--- config.mk ---
export PLATFORM = sky130hd
export DESIGN_NAME = aluArithmetic
export DESIGN_NICKNAME = d
export VERILOG_FILES = /design/src/logic/aluPkg.sv /design/src/logic/instructionDecoder.sv /design/src/logic/addSubtractUnit.sv /design/src/logic/leadingCountUnit.sv /design/src/logic/writeBackStage.sv /design/src/logic/aluArithmetic.sv
export SDC_FILE = /design/constraint.sdc
export NUM_CORES = 1
export LEC_CHECK = 0
export BUFFER_PORTS_ARGS = -buffer_cell sky130_fd_sc_hd__buf_2
export CORE_ASPECT_RATIO = 0.9
export CORE_UTILIZATION = 44
export CTS_CLUSTER_DIAMETER = 40
export DETAILED_ROUTE_END_ITERATION = 6
export GPL_ROUTABILITY_DRIVEN = 0
export MAX_ROUTING_LAYER = met4
export PLACE_DENSITY = 0.66
export SYNTH_ARGS = -nofsm -noshare
export SYNTH_HDL_FRONTEND = slang
export SYNTH_HIERARCHICAL = 1
export SYNTH_SLANG_ARGS = --single-unit
--- constraint.sdc ---
create_clock -name Clock -period 7.06 [get_ports Clock]
set_input_delay 2.118 -clock Clock [delete_from_list [all_inputs] [get_ports Clock]]
set_output_delay 2.118 -clock Clock [all_outputs]
set_load 0.05 [all_outputs]
--- src/logic/aluPkg.sv ---
`default_nettype none

package aluPkg;

    // ---------------------------------------------------------------------
    // Widths
    // ---------------------------------------------------------------------

    // Register data path
    localparam int dataWidth = 32;
    // Five bits address the 32 general registers
    localparam int regIndexWidth = 5;
    // A leading count runs 0 to 32, so it needs six bits
    localparam int countWidth = 6;
    // I-type immediate field
    localparam int immediateWidth = 16;

    // ---------------------------------------------------------------------
    // Opcode and function field encodings
    // ---------------------------------------------------------------------

    // Primary opcodes
    localparam logic [5:0] opcodeSpecial = 6'b000000;
    localparam logic [5:0] opcodeSpecial2 = 6'b011100;
    localparam logic [5:0] opcodeAddi = 6'b001000;
    localparam logic [5:0] opcodeAddiu = 6'b001001;

    // Function codes under SPECIAL
    localparam logic [5:0] functAdd = 6'b100000;
    localparam logic [5:0] functAddu = 6'b100001;
    localparam logic [5:0] functSub = 6'b100010;
    localparam logic [5:0] functSubu = 6'b100011;

    // Function codes under SPECIAL2
    localparam logic [5:0] functClz = 6'b100000;
    localparam logic [5:0] functClo = 6'b100001;

    // ---------------------------------------------------------------------
    // Shared types
    // ---------------------------------------------------------------------

    typedef logic [dataWidth-1:0] dataWord;
    typedef logic [regIndexWidth-1:0] regIndex;

    // Register form: opcode, a, b, c, shift amount, function
    typedef struct packed {
        logic [5:0] opcode;
        regIndex a;
        regIndex b;
        regIndex c;
        logic [4:0] shamt;
        logic [5:0] funct;
    } rTypeFields;

    // Immediate form: opcode, a, b, 16-bit immediate
    typedef struct packed {
        logic [5:0] opcode;
        regIndex a;
        regIndex b;
        logic [immediateWidth-1:0] immediate;
    } iTypeFields;

    // The same instruction word, viewed as either format
    typedef union packed {
        rTypeFields r;
        iTypeFields i;
    } instrWord;

    typedef enum logic [2:0] {
        opNone,
        opAdd,
        opSub,
        opClo,
        opClz
    } aluOp;

    // Decoder output, shared by both units and the write-back stage
    typedef struct packed {
        aluOp op;
        logic useImmediate;
        logic trapOnOverflow;
        regIndex destination;
        dataWord immediate;
    } decodedOp;

    // Registered result record
    typedef struct packed {
        logic writeEnable;
        regIndex destination;
        dataWord data;
        logic overflow;
        logic zero;
    } writeBack;

endpackage

`default_nettype wire

--- src/logic/instructionDecoder.sv ---
`default_nettype none

module instructionDecoder
    import aluPkg::*;
(
    input instrWord instruction,
    output decodedOp decoded
);

    // ---------------------------------------------------------------------
    // Field extraction
    // ---------------------------------------------------------------------

    // Every kept R form needs the shift amount clear
    logic shamtZero;
    dataWord signExtended;

    assign shamtZero = (instruction.r.shamt == 5'd0);

    // Immediate is always sign-extended, even for ADDIU
    assign signExtended = {
        {(dataWidth - immediateWidth){instruction.i.immediate[immediateWidth-1]}},
        instruction.i.immediate
    };

    // ---------------------------------------------------------------------
    // Operation decode
    // ---------------------------------------------------------------------

    always_comb begin
        // Anything unmatched falls through as no operation
        decoded = '0;
        decoded.op = opNone;
        decoded.immediate = signExtended;

        case (instruction.r.opcode)
            opcodeSpecial: begin
                // R forms write register c
                decoded.destination = instruction.r.c;
                if (shamtZero) begin
                    case (instruction.r.funct)
                        functAdd: begin
                            decoded.op = opAdd;
                            decoded.trapOnOverflow = 1'b1;
                        end
                        functAddu: decoded.op = opAdd;
                        functSub: begin
                            decoded.op = opSub;
                            decoded.trapOnOverflow = 1'b1;
                        end
                        functSubu: decoded.op = opSub;
                        default: decoded.op = opNone;
                    endcase
                end
            end
            opcodeSpecial2: begin
                decoded.destination = instruction.r.c;
                if (shamtZero) begin
                    case (instruction.r.funct)
                        functClo: decoded.op = opClo;
                        functClz: decoded.op = opClz;
                        default: decoded.op = opNone;
                    endcase
                end
            end
            opcodeAddi: begin
                // I forms write register b
                decoded.op = opAdd;
                decoded.useImmediate = 1'b1;
                decoded.trapOnOverflow = 1'b1;
                decoded.destination = instruction.i.b;
            end
            opcodeAddiu: begin
                decoded.op = opAdd;
                decoded.useImmediate = 1'b1;
                decoded.destination = instruction.i.b;
            end
            default: decoded.op = opNone;
        endcase
    end

endmodule

`default_nettype wire

--- src/logic/addSubtractUnit.sv ---
`default_nettype none

module addSubtractUnit
    import aluPkg::*;
(
    input decodedOp decoded,
    input dataWord gprA,
    input dataWord gprB,
    output dataWord arithResult,
    output logic arithOverflow
);

    // ---------------------------------------------------------------------
    // Operand select
    // ---------------------------------------------------------------------

    dataWord operandB;
    logic subtract;
    // Sign of b as it actually enters the sum
    logic effectiveSignB;

    assign operandB = decoded.useImmediate ? decoded.immediate : gprB;
    assign subtract = (decoded.op == opSub);
    assign effectiveSignB = operandB[dataWidth-1] ^ subtract;

    // ---------------------------------------------------------------------
    // Add / subtract
    // ---------------------------------------------------------------------

    assign arithResult = subtract ? (gprA - operandB) : (gprA + operandB);

    // Two's-complement overflow
    // Both inputs agree in sign but the result does not
    // Trap policy is applied later in write-back
    assign arithOverflow = (gprA[dataWidth-1] == effectiveSignB)
                         && (arithResult[dataWidth-1] != gprA[dataWidth-1]);

endmodule

`default_nettype wire

--- src/logic/leadingCountUnit.sv ---
`default_nettype none

module leadingCountUnit
    import aluPkg::*;
(
    input decodedOp decoded,
    input dataWord gprA,
    output logic [countWidth-1:0] leadingCount
);

    // ---------------------------------------------------------------------
    // Operand conditioning
    // ---------------------------------------------------------------------

    // Leading ones become leading zeros once inverted,
    // so one zero counter serves both CLO and CLZ
    dataWord scanned;

    assign scanned = (decoded.op == opClo) ? ~gprA : gprA;

    // ---------------------------------------------------------------------
    // Priority scan from the MSB
    // ---------------------------------------------------------------------

    always_comb begin
        // No set bit at all gives the full width
        leadingCount = countWidth'(dataWidth);
        // Ascending loop, so the highest set bit is the last one to win
        for (int i = 0; i < dataWidth; i++) begin
            if (scanned[i]) begin
                leadingCount = countWidth'(dataWidth - 1 - i);
            end
        end
    end

endmodule

`default_nettype wire

--- src/logic/writeBackStage.sv ---
`default_nettype none

module writeBackStage
    import aluPkg::*;
(
    input logic Clock,
    input logic reset,
    input decodedOp decoded,
    input dataWord arithResult,
    input logic arithOverflow,
    input logic [countWidth-1:0] leadingCount,
    output writeBack result
);

    // ---------------------------------------------------------------------
    // Next record
    // ---------------------------------------------------------------------

    writeBack nextResult;
    logic isArith;
    // Overflow only matters for ADD, ADDI and SUB
    logic trapped;

    assign isArith = (decoded.op == opAdd) || (decoded.op == opSub);
    assign trapped = decoded.trapOnOverflow && arithOverflow;

    always_comb begin
        nextResult.destination = decoded.destination;

        // Count is zero-extended up to a full word
        if (isArith) begin
            nextResult.data = arithResult;
        end else begin
            nextResult.data = dataWord'(leadingCount);
        end

        // Trapping forms leave the destination untouched
        nextResult.writeEnable = (decoded.op != opNone) && !trapped;
        nextResult.overflow = trapped;

        // Zero flag follows the raw sum, counts never raise it
        nextResult.zero = isArith && (arithResult == '0);
    end

    // ---------------------------------------------------------------------
    // Output register
    // ---------------------------------------------------------------------

    // Single pipeline stage, result appears one edge after the inputs
    always_ff @(posedge Clock) begin
        if (reset) begin
            result <= '0;
        end else begin
            result <= nextResult;
        end
    end

endmodule

`default_nettype wire

--- src/logic/aluArithmetic.sv ---
`default_nettype none

module aluArithmetic
    import aluPkg::*;
(
    input logic Clock,
    input logic reset,
    input instrWord instruction,
    input dataWord gprA,
    input dataWord gprB,
    output writeBack result
);

    // ---------------------------------------------------------------------
    // Internal nets
    // ---------------------------------------------------------------------

    decodedOp decoded;
    dataWord arithResult;
    logic arithOverflow;
    logic [countWidth-1:0] leadingCount;

    // ---------------------------------------------------------------------
    // Decode, execute, write-back
    // ---------------------------------------------------------------------

    instructionDecoder decoder (
        .instruction(instruction),
        .decoded(decoded)
    );

    // Both units see every instruction, write-back picks one
    addSubtractUnit adder (
        .decoded(decoded),
        .gprA(gprA),
        .gprB(gprB),
        .arithResult(arithResult),
        .arithOverflow(arithOverflow)
    );

    leadingCountUnit counter (
        .decoded(decoded),
        .gprA(gprA),
        .leadingCount(leadingCount)
    );

    // Only stage holding state
    writeBackStage writeBackReg (
        .Clock(Clock),
        .reset(reset),
        .decoded(decoded),
        .arithResult(arithResult),
        .arithOverflow(arithOverflow),
        .leadingCount(leadingCount),
        .result(result)
    );

endmodule

`default_nettype wire

==> summary.md, run 1 <==
| Metric | Value |
|---|---|
| Via count of the first global-routing pass | `5377` |
| Max Transition Viols Final | `0` |
| Cells taking the most area after synthesis | `dfxtp_1, ha_1, a21oi_1` |
| Die Span Y | `110 um` |
| Port Buf Inserts | `132` |
| Power dissipated by switching net loads | `0.000329 W` |
| Hold violation total from the final report | `0` |
| Leakage power figure | `3.24 nW` |
| Power density cells | `123 nW/um^2` |
| Category of the critical setup timing path | `in -> reg` |
| Largest net degree at the start of global routing | `45` |
| Largest registers in the final layout | `writeBackReg/result (40)` |
| Peak VDD IR | `0.0710 mV` |
| Total number of placement rows | `39` |
| Hold/Removal Path Class | `in -> reg` |
| Worst-path clk slew | `60 ps` |
| Type of element launching the critical path | `input pin` |
| First-pass GRT wire length | `26800 um` |
| HPWL after detailed placement | `14200 um` |
| Minimum clock period after layout | `6790 ps` |
| Portion of the post-synthesis area used by sequential elements | `14.1%` |
| Starting density of the core | `45.0%` |
| Setup repair after global routing missed its margin | `false` |
| Sequential group share of total power | `25.4%` |
| Number of buffers added to fix hold violations after cts | `0` |
| Outcome | `finished, final reports clean` |
| Synth Instances | `766` |
| Routed Antenna Nets | `0` |
| Setup TNS | `0 ps` |
| Top Ports | `138` |
| Number of nets produced by synthesis | `897` |
| Commonest register cell after synthesis | `dfxtp_1` |
| Share of power burned in combinational logic | `48.8%` |
| Total of endpoints with negative setup slack in the final report | `0` |
| Count of unresolved DRC violations after routing | `0` |
| Clock tree from TritonCTS | `yes` |
| Number of warnings printed during yosys synthesis | `6` |
| Largest area contributor in the synthesized netlist | `dfxtp_1` |
| Final instance area | `7310 sq um` |
| X dimension of the die | `122 um` |
| Actual slew at the worst max-slew pin | `783 ps` |
| Final critical-path share of the clock period | `96.1%` |
| Fraction of post-synthesis cell area in the top cell type by area | `14.1%` |
| Total global routing overflow | `0` |
| #FFs+latches synth | `40` |
| Kind of capture point of the worst setup path | `flip-flop` |
| Per-instance average area after synthesis | `7.43 sq um` |
| Cell area after synthesis | `5690 sq um` |
| Post-synth ARST share | `0%` |
| Number of DRC violations after detailed-routing iteration 0 | `472` |
| Global-route usage over all layers | `26.2%` |
| Antenna cell count | `0` |
| TritonCTS sink count | `40` |
| Layout-stage area growth over the synthesis result | `28.5%` |
| Layout cells sized above 1 | `31.4%` |
| Max Fanout on Critical Path | `11` |
| Count of fill cells added during filler insertion | `1253` |
| Max Cap Viol | `0` |
| Worst path arrival time | `6990 ps` |
| Pre-antenna DRT Iters | `5` |
| Commonest non-fill, non-tap cells in the layout | `buf_2, buf_4, nand2_1` |
| Flip-flop count of the largest register after layout | `40` |
| Area after DPL | `7090 sq um` |
| Number of H-tree levels | `2` |
| Relative slew slack | `47.6%` |
| Area of the placeable core | `12600 sq um` |
| Area of the die | `13400 sq um` |
| Number of antenna violations at the first check in global routing | `0` |
| Unique masters post-synth | `86` |
| Total length of routed wires | `17000 um` |
| Required time of the critical path | `7260 ps` |
| Detail-routed net length per standard cell | `15.0 um` |
| Internal cell power | `0.000572 W` |
| Most common library cell in the layout ignoring fill and taps | `buf_2` |
| Via density per instance | `5.50` |
| Inserted Clock Buffers | `5` |
| Count of nets after finishing | `1095` |
| Number of enable-type register cells in the synthesized netlist | `0` |
| Fmax | `0.147 GHz` |
| Detailed-route via count | `6215` |
| Register with the most flip-flops | `writeBackReg/result` |
| CTS Root Cell | `clkbuf_16` |
| Net Sw Frac | `36.5%` |
| Power share of the clock group | `25.8%` |
| Maximum clock insertion buffer count | `2` |
-- synth_stat cells (4+ instances only) --
master	number
or4_1	7
ha_1	32
buf_4	33
buf_2	9
a221oi_1	4
inv_1	17
a21oi_1	60
nor4_1	20
o211ai_1	4
nor3_1	30
nor2_1	51
nand4_1	11
nor2b_1	14
o21a_1	5
xnor2_1	34
nand3_1	20
a31oi_1	11
o31ai_1	10
and2_1	34
a211oi_1	9
mux2i_1	30
or3_4	4
a22o_1	5
a21o_1	13
o21ai_0	43
and3_1	8
nand2_1	62
nand3b_1	4
xor2_1	26
nor3b_1	4
or3_1	6
dfxtp_1	40
nand2b_1	14
o21bai_1	4
clkbuf_1	13
-- repair_timing --
action,in CTS,in global routing
buffers inserted,0,1
gates resized for setup,0,11
endpoints found under the setup margin,0,1
-- worst max-delay path, cell delays in order --
cell and delay [ps]:
buf_2 110, or3_4 400, nor3b_4 240, buf_12 160
or4b_1 480, a222oi_1 360, nand4_2 160, nand3b_1 220
o21ai_1 170, xnor2_1 200, ha_1 310, a21o_1 210
a211oi_1 240, nor2_1 100, or4_1 410, a31oi_1 200
a21boi_2 200, xnor2_1 90, nor4_2 190, nand4_1 250
nor4_2 190
-- worst paths after layout --
| path | startpoint | end | slack, ps | cells past startpoint |
|---|---|---|---|---|
| setup / recovery | instruction[30] | writeBackReg/result[0] | 270 | 21 |
| hold / removal | instruction[20] | writeBackReg/result[38] | 2150 | 3 |
-- per-layer routing --
metal  part of all wire (%)  track usage [%]  routed length [um]  vias to the layer above
li1                       -                -                   -                     3207
met1                     49             37.0                8350                     2781
met2                     43             39.6                7310                      209
met3                    5.7             2.54                 965                       18
met4                    2.0             6.79                 342                        0
met5                      0                -                   0                        -
-- power groups by stage --
stage	Combinational, W	Clock, W	Sequential, W
floorplan	0.000243	0	0.000244
global placement	0.000422	0	0.000234
detailed placement	0.000426	0	0.000234
CTS	0.000427	0.000238	0.000229
global route	0.000481	0.000248	0.000229
finish	0.000440	0.000232	0.000229
-- cell families (layout without fill, tap and decap cells) --
group | count (synthesis) | in the layout | share of synthesized area, %
buffers and inverters | 77 | 276 | 8.07
adders and majority gates | 33 | 33 | 7.39
and+or+nand+nor | 316 | 316 | 31.4
DFF | 40 | 40 | 14.1
AOI/OAI and AO/OA | 205 | 205 | 23.4
muxes | 33 | 33 | 5.87
xor gates and xnor gates | 62 | 62 | 9.81
-- layout make-up --
class	count	area (sq um)	area share (%)
multi-input cells	649	4510	61.7
repair buffers	251	1580	21.6
flip-flops and latches	40	801	10.9
well taps	164	205	2.81
clock buffers	6	139	1.90
inverters	17	63.8	0.873
clock inverters	2	15.0	0.205
-- per-stage QoR --
stage,cells,hold WS [ps],util (%),power [W],setup WS [ps]
detailed placement,1120,2450,56.1,0.000660,-250
CTS,1128,2150,57.3,0.000894,13.6
floorplan,766,2190,-,0.000487,10.5
global placement,1120,2440,56.1,0.000656,-202
global route,1129,2180,57.9,0.000958,15.2
finish,1129,2150,57.9,0.000901,274
Note: power is estimated with default switching activity, not from simulation.
==> run 2: changes to the inputs <==
==> constraint.sdc (replaced) <==
create_clock -name Clock -period 7.06 [get_ports Clock]
set_input_delay 0.706 -clock Clock [delete_from_list [all_inputs] [get_ports Clock]]
set_output_delay 0.706 -clock Clock [all_outputs]
set_load 0.05 [all_outputs]
==> summary.md, run 2 (synthesis gave the netlist of run 1 again) <==
| Metric | Value |
|---|---|
| Outcome | `finished, final reports clean` |
| Met3 routed WL | `1590 um (+64%)` |
| Number of DRC violations after detailed-routing iteration 0 | `471 (-0.21%)` |
| Kind of capture point of the worst setup path | `flip-flop` |
| Power dissipated by switching net loads | `0.000315 W (-4.2%)` |
| Total of endpoints with negative setup slack in the final report | `0 (unchanged)` |
| TritonCTS sink count | `40 (unchanged)` |
| Maximum clock insertion buffer count | `2 (unchanged)` |
| Top Ports | `138 (unchanged)` |
| Flip-flop count of the largest register after layout | `40 (unchanged)` |
| Top layer used by detailed routing | `met4` |
| Routed Antenna Nets | `0 (unchanged)` |
| Maximum single-stage delay on the critical path | `710 ps (+230 ps)` |
| Final critical-path share of the clock period | `84.8% (-11 points)` |
| Required time of the critical path | `7270 ps (about the same)` |
| CTS Root Cell | `clkbuf_16` |
| Final instance area | `6370 sq um (-13%)` |
| Relative slew slack | `42.3% (-5.3 points)` |
| Total number of placement rows | `39 (unchanged)` |
| Area after DPL | `6220 sq um (-12%)` |
| Net Sw Frac | `38.4% (+1.9 points)` |
| Worst-path clk slew | `60 ps (about the same)` |
| Peak VDD IR | `0.0730 mV (+2.8%)` |
| Category of the critical setup timing path | `in -> reg` |
| Largest net degree at the start of global routing | `48 (+6.7%)` |
| Sequential group share of total power | `27.9% (+2.5 points)` |
| Storage cell area | `801 sq um (unchanged)` |
| Inserted Clock Buffers | `5 (unchanged)` |
| Share of power burned in combinational logic | `43.9% (-4.9 points)` |
| Cells resized by post-CTS repair | `0 (unchanged)` |
| Count of unresolved DRC violations after routing | `0 (unchanged)` |
| Number of cells on the critical path | `21 (unchanged)` |
| Antenna cell count | `0 (unchanged)` |
| Detail-routed net length per standard cell | `15.9 um (+5.7%)` |
| Actual slew at the worst max-slew pin | `863 ps (+79.5 ps)` |
| Commonest non-fill, non-tap cells in the layout | `buf_2, nand2_1, a21oi_1` |
| Global-route usage over all layers | `24.8% (-1.4 points)` |
| Cell repeated most along the worst path | `and2_1` |
| Post-Route Hold Slack | `737 ps (-1410 ps)` |
| Hold_sp | `instruction[18]` |
| Max Fanout on Critical Path | `20 (+9)` |
| HPWL after detailed placement | `13500 um (-4.8%)` |
| Power share of the clock group | `28.2% (+2.4 points)` |
| Power density cells | `129 nW/um^2 (+4.6%)` |
| Setup repair after global routing missed its margin | `false` |
| Type of element launching the critical path | `input pin` |
| WL met1 | `7790 um (-6.8%)` |
| Max Transition Viols Final | `0 (unchanged)` |
| Number of buffers added to fix hold violations after cts | `0 (unchanged)` |
| Register with the most flip-flops | `writeBackReg/result` |
| Layout-stage area growth over the synthesis result | `12.0%` |
| Number of H-tree levels | `2 (unchanged)` |
| Hold violation total from the final report | `0 (unchanged)` |
| Pre-antenna DRT Iters | `7 (+2)` |
| Internal cell power | `0.000506 W (-12%)` |
| Total Power | `0.000821 W (-8.8%)` |
| Detailed-route via count | `5878 (-5.4%)` |
| Area of combinational cells with multiple inputs | `4440 sq um (-1.5%)` |
| Via density per instance | `5.79 (+5.1%)` |
| Total length of routed met2 wires | `6330 um (-13%)` |
| Number of antenna violations at the first check in global routing | `0 (unchanged)` |
| Count of nets after finishing | `982 (-10%)` |
| Largest registers in the final layout | `writeBackReg/result (40)` |
| Leakage power figure | `2.68 nW (-17%)` |
| CP max-delay cell | `nor3b_4` |
| Starting density of the core | `45.0% (unchanged)` |
| Count of fill cells added during filler insertion | `1285 (+2.6%)` |
| Total global routing overflow | `0 (unchanged)` |
| Total length of routed wires | `16100 um (-4.8%)` |
| Via count of the first global-routing pass | `4945 (-8.0%)` |
| Area of the die | `13400 sq um (unchanged)` |
| Ordered list of cells on the worst path | `buf_2 -> or3_4 -> nor3b_4 -> buf_4 -> nor3b_1 -> o221a_2 -> nand2_1 -> nor2_1 -> a21oi_1 -> xor2_1 -> ha_1 -> and2_1 -> and2_1 -> o211ai_1 -> a31o_2 -> o41ai_1 -> a211oi_1 -> xnor2_1 -> nor4_1 -> nand4_1 -> nor4_2` |
| Max Cap Viol | `0 (unchanged)` |
| Setup TNS | `0 ps (unchanged)` |
| Worst hold path stage count | `3 (unchanged)` |
| Setup Fix Bufs, Post-CTS | `0 (unchanged)` |
| Critical path buffers and inverters | `2 (unchanged)` |
| CP delay by family, top | `simple AND/OR/NAND/NOR gates` |
| Port Buf Inserts | `132 (unchanged)` |
| Minimum clock period after layout | `5990 ps (-797 ps)` |
| Area of the placeable core | `12600 sq um (unchanged)` |
| Fmax | `0.167 GHz (+13%)` |
| Worst path arrival time | `6200 ps (-790 ps)` |
| Most common library cell in the layout ignoring fill and taps | `buf_2` |
| Die Span Y | `110 um (unchanged)` |
| Clock tree from TritonCTS | `yes` |
| Endpoint, Worst Hold | `writeBackReg/result[36]` |
| Layout cells sized above 1 | `21.0% (-10 points)` |
| X dimension of the die | `122 um (unchanged)` |
| First-pass GRT wire length | `25200 um (-6.0%)` |
| Hold/Removal Path Class | `in -> reg` |
==> run 2: cell count changes in the layout (fill, tap and decap cells not counted), sizes merged <==
cell / before / now
buf: 251 / 138
==> run 2: through the flow <==
stage,util (%),cells,worst slack (ps)
floorplan,-,766,894
global placement,49.2,1008,863
detailed placement,49.2,1008,821
CTS,50.4,1016,1110
global route,50.4,1016,664
finish,50.4,1016,1070
==> run 2: power by group through the flow <==
stage               clock network (W)  logic (W)  registers, W
finish                       0.000232   0.000360      0.000229
global route                 0.000246   0.000394      0.000229
CTS                          0.000235   0.000354      0.000229
detailed placement                  0   0.000352      0.000234
global placement                    0   0.000354      0.000234
floorplan                           0   0.000241      0.000244
==> run 2: worst max-delay path by stage <==
| stage | end | start | slack, ps |
|---|---|---|---|
| floorplan | writeBackReg/result[0] | instruction[30] | 890 |
| global placement | writeBackReg/result[0] | instruction[30] | 860 |
| detailed placement | writeBackReg/result[0] | instruction[30] | 820 |
| CTS | writeBackReg/result[0] | instruction[30] | 1110 |
| global route | writeBackReg/result[0] | instruction[30] | 660 |
| finish | writeBackReg/result[0] | instruction[30] | 1070 |
==> run 2: layout make-up <==
cell class | instances | area share [%]
clock buffer | 6 | 2.18
clock inverter | 2 | 0.236
timing repair buffer | 138 | 11.1
multi-input combinational | 649 | 69.7
tap | 164 | 3.22
sequential | 40 | 12.6
inverter | 17 | 1.00
==> run 2: layer usage <==
layer  vias to the layer above  GRT usage (%)
li1                       2974              -
met1                      2613           37.3
met2                       264           33.4
met4                         0           9.26
met5                         -              -
met3                        27           2.13
==> run 3: changes to the inputs <==
Settings changed: PLACE_DENSITY 0.66 to 0.64.
Clock period 7.06 ns to 6.05 ns, I/O delays scaled along.
==> summary.md, run 3 (synthesis gave the netlist of run 1 again) <==
| Metric | Value |
|---|---|
| Power dissipated by switching net loads | `0.000364 W (+15%)` |
| CP max-delay cell | `or4b_1` |
| Ordered list of cells on the worst path | `buf_2 -> or3_4 -> nor3b_4 -> or4b_1 -> a222oi_1 -> and4_2 -> nand3_1 -> nor3_1 -> nor2_1 -> xor2_1 -> ha_1 -> nand2_1 -> o21ai_0 -> nand2b_1 -> a31oi_1 -> nor3_1 -> buf_4 -> xnor2_2 -> xnor2_1 -> nor4_1 -> nand4_1 -> nor4_2` |
| Max Transition Viols Final | `0 (unchanged)` |
| Starting density of the core | `45.0% (unchanged)` |
| Routed Antenna Nets | `0 (unchanged)` |
| CTS Root Cell | `clkbuf_16` |
| Layout-stage area growth over the synthesis result | `16.5%` |
| Setup repair after global routing missed its margin | `false` |
| Via count of the first global-routing pass | `5065 (+2.4%)` |
| Largest registers in the final layout | `writeBackReg/result (40)` |
| Number of cells on the critical path | `22 (+4.8%)` |
| Layout cells sized above 1 | `24.0% (+3.0 points)` |
| Port Buf Inserts | `132 (unchanged)` |
| Power density cells | `147 nW/um^2 (+14%)` |
| Share of power burned in combinational logic | `45.4% (+1.5 points)` |
| Setup Fix Bufs, Post-CTS | `0 (unchanged)` |
| Post-Route Hold Slack | `645 ps (-91.8 ps)` |
| Relative slew slack | `39.4% (-2.9 points)` |
| Number of DRC violations after detailed-routing iteration 0 | `390 (-17%)` |
| Number of buffers added to fix hold violations after cts | `0 (unchanged)` |
| Hold/Removal Path Class | `in -> reg` |
| Kind of capture point of the worst setup path | `flip-flop` |
| Power share of the clock group | `27.2% (-1.0 points)` |
| Total global routing overflow | `0 (unchanged)` |
| Max Cap Viol | `0 (unchanged)` |
| Max Fanout on Critical Path | `9 (-55%)` |
| Cell repeated most along the worst path | `nor3_1` |
| Largest net degree at the start of global routing | `49 (+2.1%)` |
| Sequential group share of total power | `27.4% (-0.5 points)` |
| Most common library cell in the layout ignoring fill and taps | `buf_2` |
| Leakage power figure | `2.84 nW (+6.2%)` |
| X dimension of the die | `122 um (unchanged)` |
| Required time of the critical path | `6250 ps (-1020 ps)` |
| Total length of routed wires | `16200 um (+0.50%)` |
| TritonCTS sink count | `40 (unchanged)` |
| Origin of the worst setup path | `instruction[30]` |
| Die Span Y | `110 um (unchanged)` |
| Number of H-tree levels | `2 (unchanged)` |
| Detailed-route via count | `5933 (+0.94%)` |
| Worst-path clk slew | `60 ps (about the same)` |
| Inserted Clock Buffers | `5 (unchanged)` |
| Cells resized by post-CTS repair | `0 (unchanged)` |
| Fmax | `0.178 GHz` |
| Critical path buffers and inverters | `2 (unchanged)` |
| Commonest non-fill, non-tap cells in the layout | `buf_2, nand2_1, a21oi_1` |
| Number of antenna violations at the first check in global routing | `0 (unchanged)` |
| First-pass GRT wire length | `25800 um (+2.1%)` |
| Type of element launching the critical path | `input pin` |
| Pre-antenna DRT Iters | `5 (-2)` |
| Setup TNS | `0 ps (unchanged)` |
| Minimum clock period after layout | `5610 ps` |
| CP delay by family, top | `simple AND/OR/NAND/NOR gates` |
| Hold violation total from the final report | `0 (unchanged)` |
| HPWL after detailed placement | `13500 um (-0.35%)` |
| Area of the placeable core | `12600 sq um (unchanged)` |
| Outcome | `finished, final reports clean` |
| Global-route usage over all layers | `25.1% (+0.30 points)` |
| Via density per instance | `5.65 (-2.3%)` |
| Peak VDD IR | `0.0941 mV (+29%)` |
| Count of fill cells added during filler insertion | `1278 (-0.54%)` |
| Total number of placement rows | `39 (unchanged)` |
| Maximum single-stage delay on the critical path | `530 ps (-180 ps)` |
| Last element of the critical path | `writeBackReg/result[0]` |
| Detail-routed net length per standard cell | `15.5 um (-2.8%)` |
| Clock tree from TritonCTS | `yes` |
| Count of nets after finishing | `1016 (+3.5%)` |
| Register with the most flip-flops | `writeBackReg/result` |
| Worst path arrival time | `5810 ps (-390 ps)` |
| Final critical-path share of the clock period | `92.8%` |
| Category of the critical setup timing path | `in -> reg` |
| Area of the die | `13400 sq um (unchanged)` |
| Net Sw Frac | `37.3% (-1.1 points)` |
| Flip-flop count of the largest register after layout | `40 (unchanged)` |
| Count of unresolved DRC violations after routing | `0 (unchanged)` |
| Top Ports | `138 (unchanged)` |
| Actual slew at the worst max-slew pin | `907 ps (+43.9 ps)` |
| Antenna cell count | `0 (unchanged)` |
| Total of endpoints with negative setup slack in the final report | `0 (unchanged)` |
| Internal cell power | `0.000612 W (+21%)` |
| Maximum clock insertion buffer count | `2 (unchanged)` |
[run 3: cell count changes in the layout (fill, tap and decap cells not counted), sizes merged]
cell | previous run | this run
buf | 138 | 172
[run 3: how the worst min path moves through the flow]
stage,cells after the start,startpoint,to
floorplan,1,reset,writeBackReg/result[34]
global placement,3,instruction[20],writeBackReg/result[38]
global route,3,instruction[17],writeBackReg/result[35]
CTS,3,instruction[17],writeBackReg/result[35]
finish,3,instruction[17],writeBackReg/result[35]
detailed placement,3,instruction[17],writeBackReg/result[35]
[run 3: metrics by stage]
step / total power (W) / utilization [%] / std cells / setup WS (ps) / cell area, sq um
6_report: 0.000976 / 52.4 / 1050 / 436 / 6630
5_1_grt: 0.00104 / 52.4 / 1050 / 105 / 6630
4_1_cts: 0.000976 / 52.4 / 1050 / 490 / 6630
3_5_place_dp: 0.000706 / 51.2 / 1042 / 210 / 6470
3_3_place_gp: 0.000705 / 51.2 / 1042 / 269 / 6470
2_1_floorplan: 0.000566 / - / 766 / 121 / 5690
[run 3: per-layer routing]
layer | wire length, um | vias up | track usage, %
met5 | 0 | - | -
met1 | 8300 | 2652 | 36.7
met4 | 123 | 0 | 4.50
met2 | 6840 | 219 | 37.1
met3 | 960 | 10 | 2.54
li1 | - | 3052 | -
[run 3: cell type report]
cell class                 count  area [sq um]  share of cell area [%]
timing repair buffer         172           961                    14.5
sequential                    40           801                    12.1
clock buffer                   6           139                    2.10
inverter                      17          63.8                   0.963
multi-input combinational    649          4440                    67.0
clock inverter                 2          15.0                   0.227
tap                          164           205                    3.10
[run 3: power by group through the flow]
stage	Combinational, W	Clock, W	Sequential [W]
global placement	0.000432	0	0.000273
CTS	0.000436	0.000273	0.000267
finish	0.000443	0.000266	0.000267
floorplan	0.000281	0	0.000285
global route	0.000486	0.000287	0.000267
detailed placement	0.000433	0	0.000273
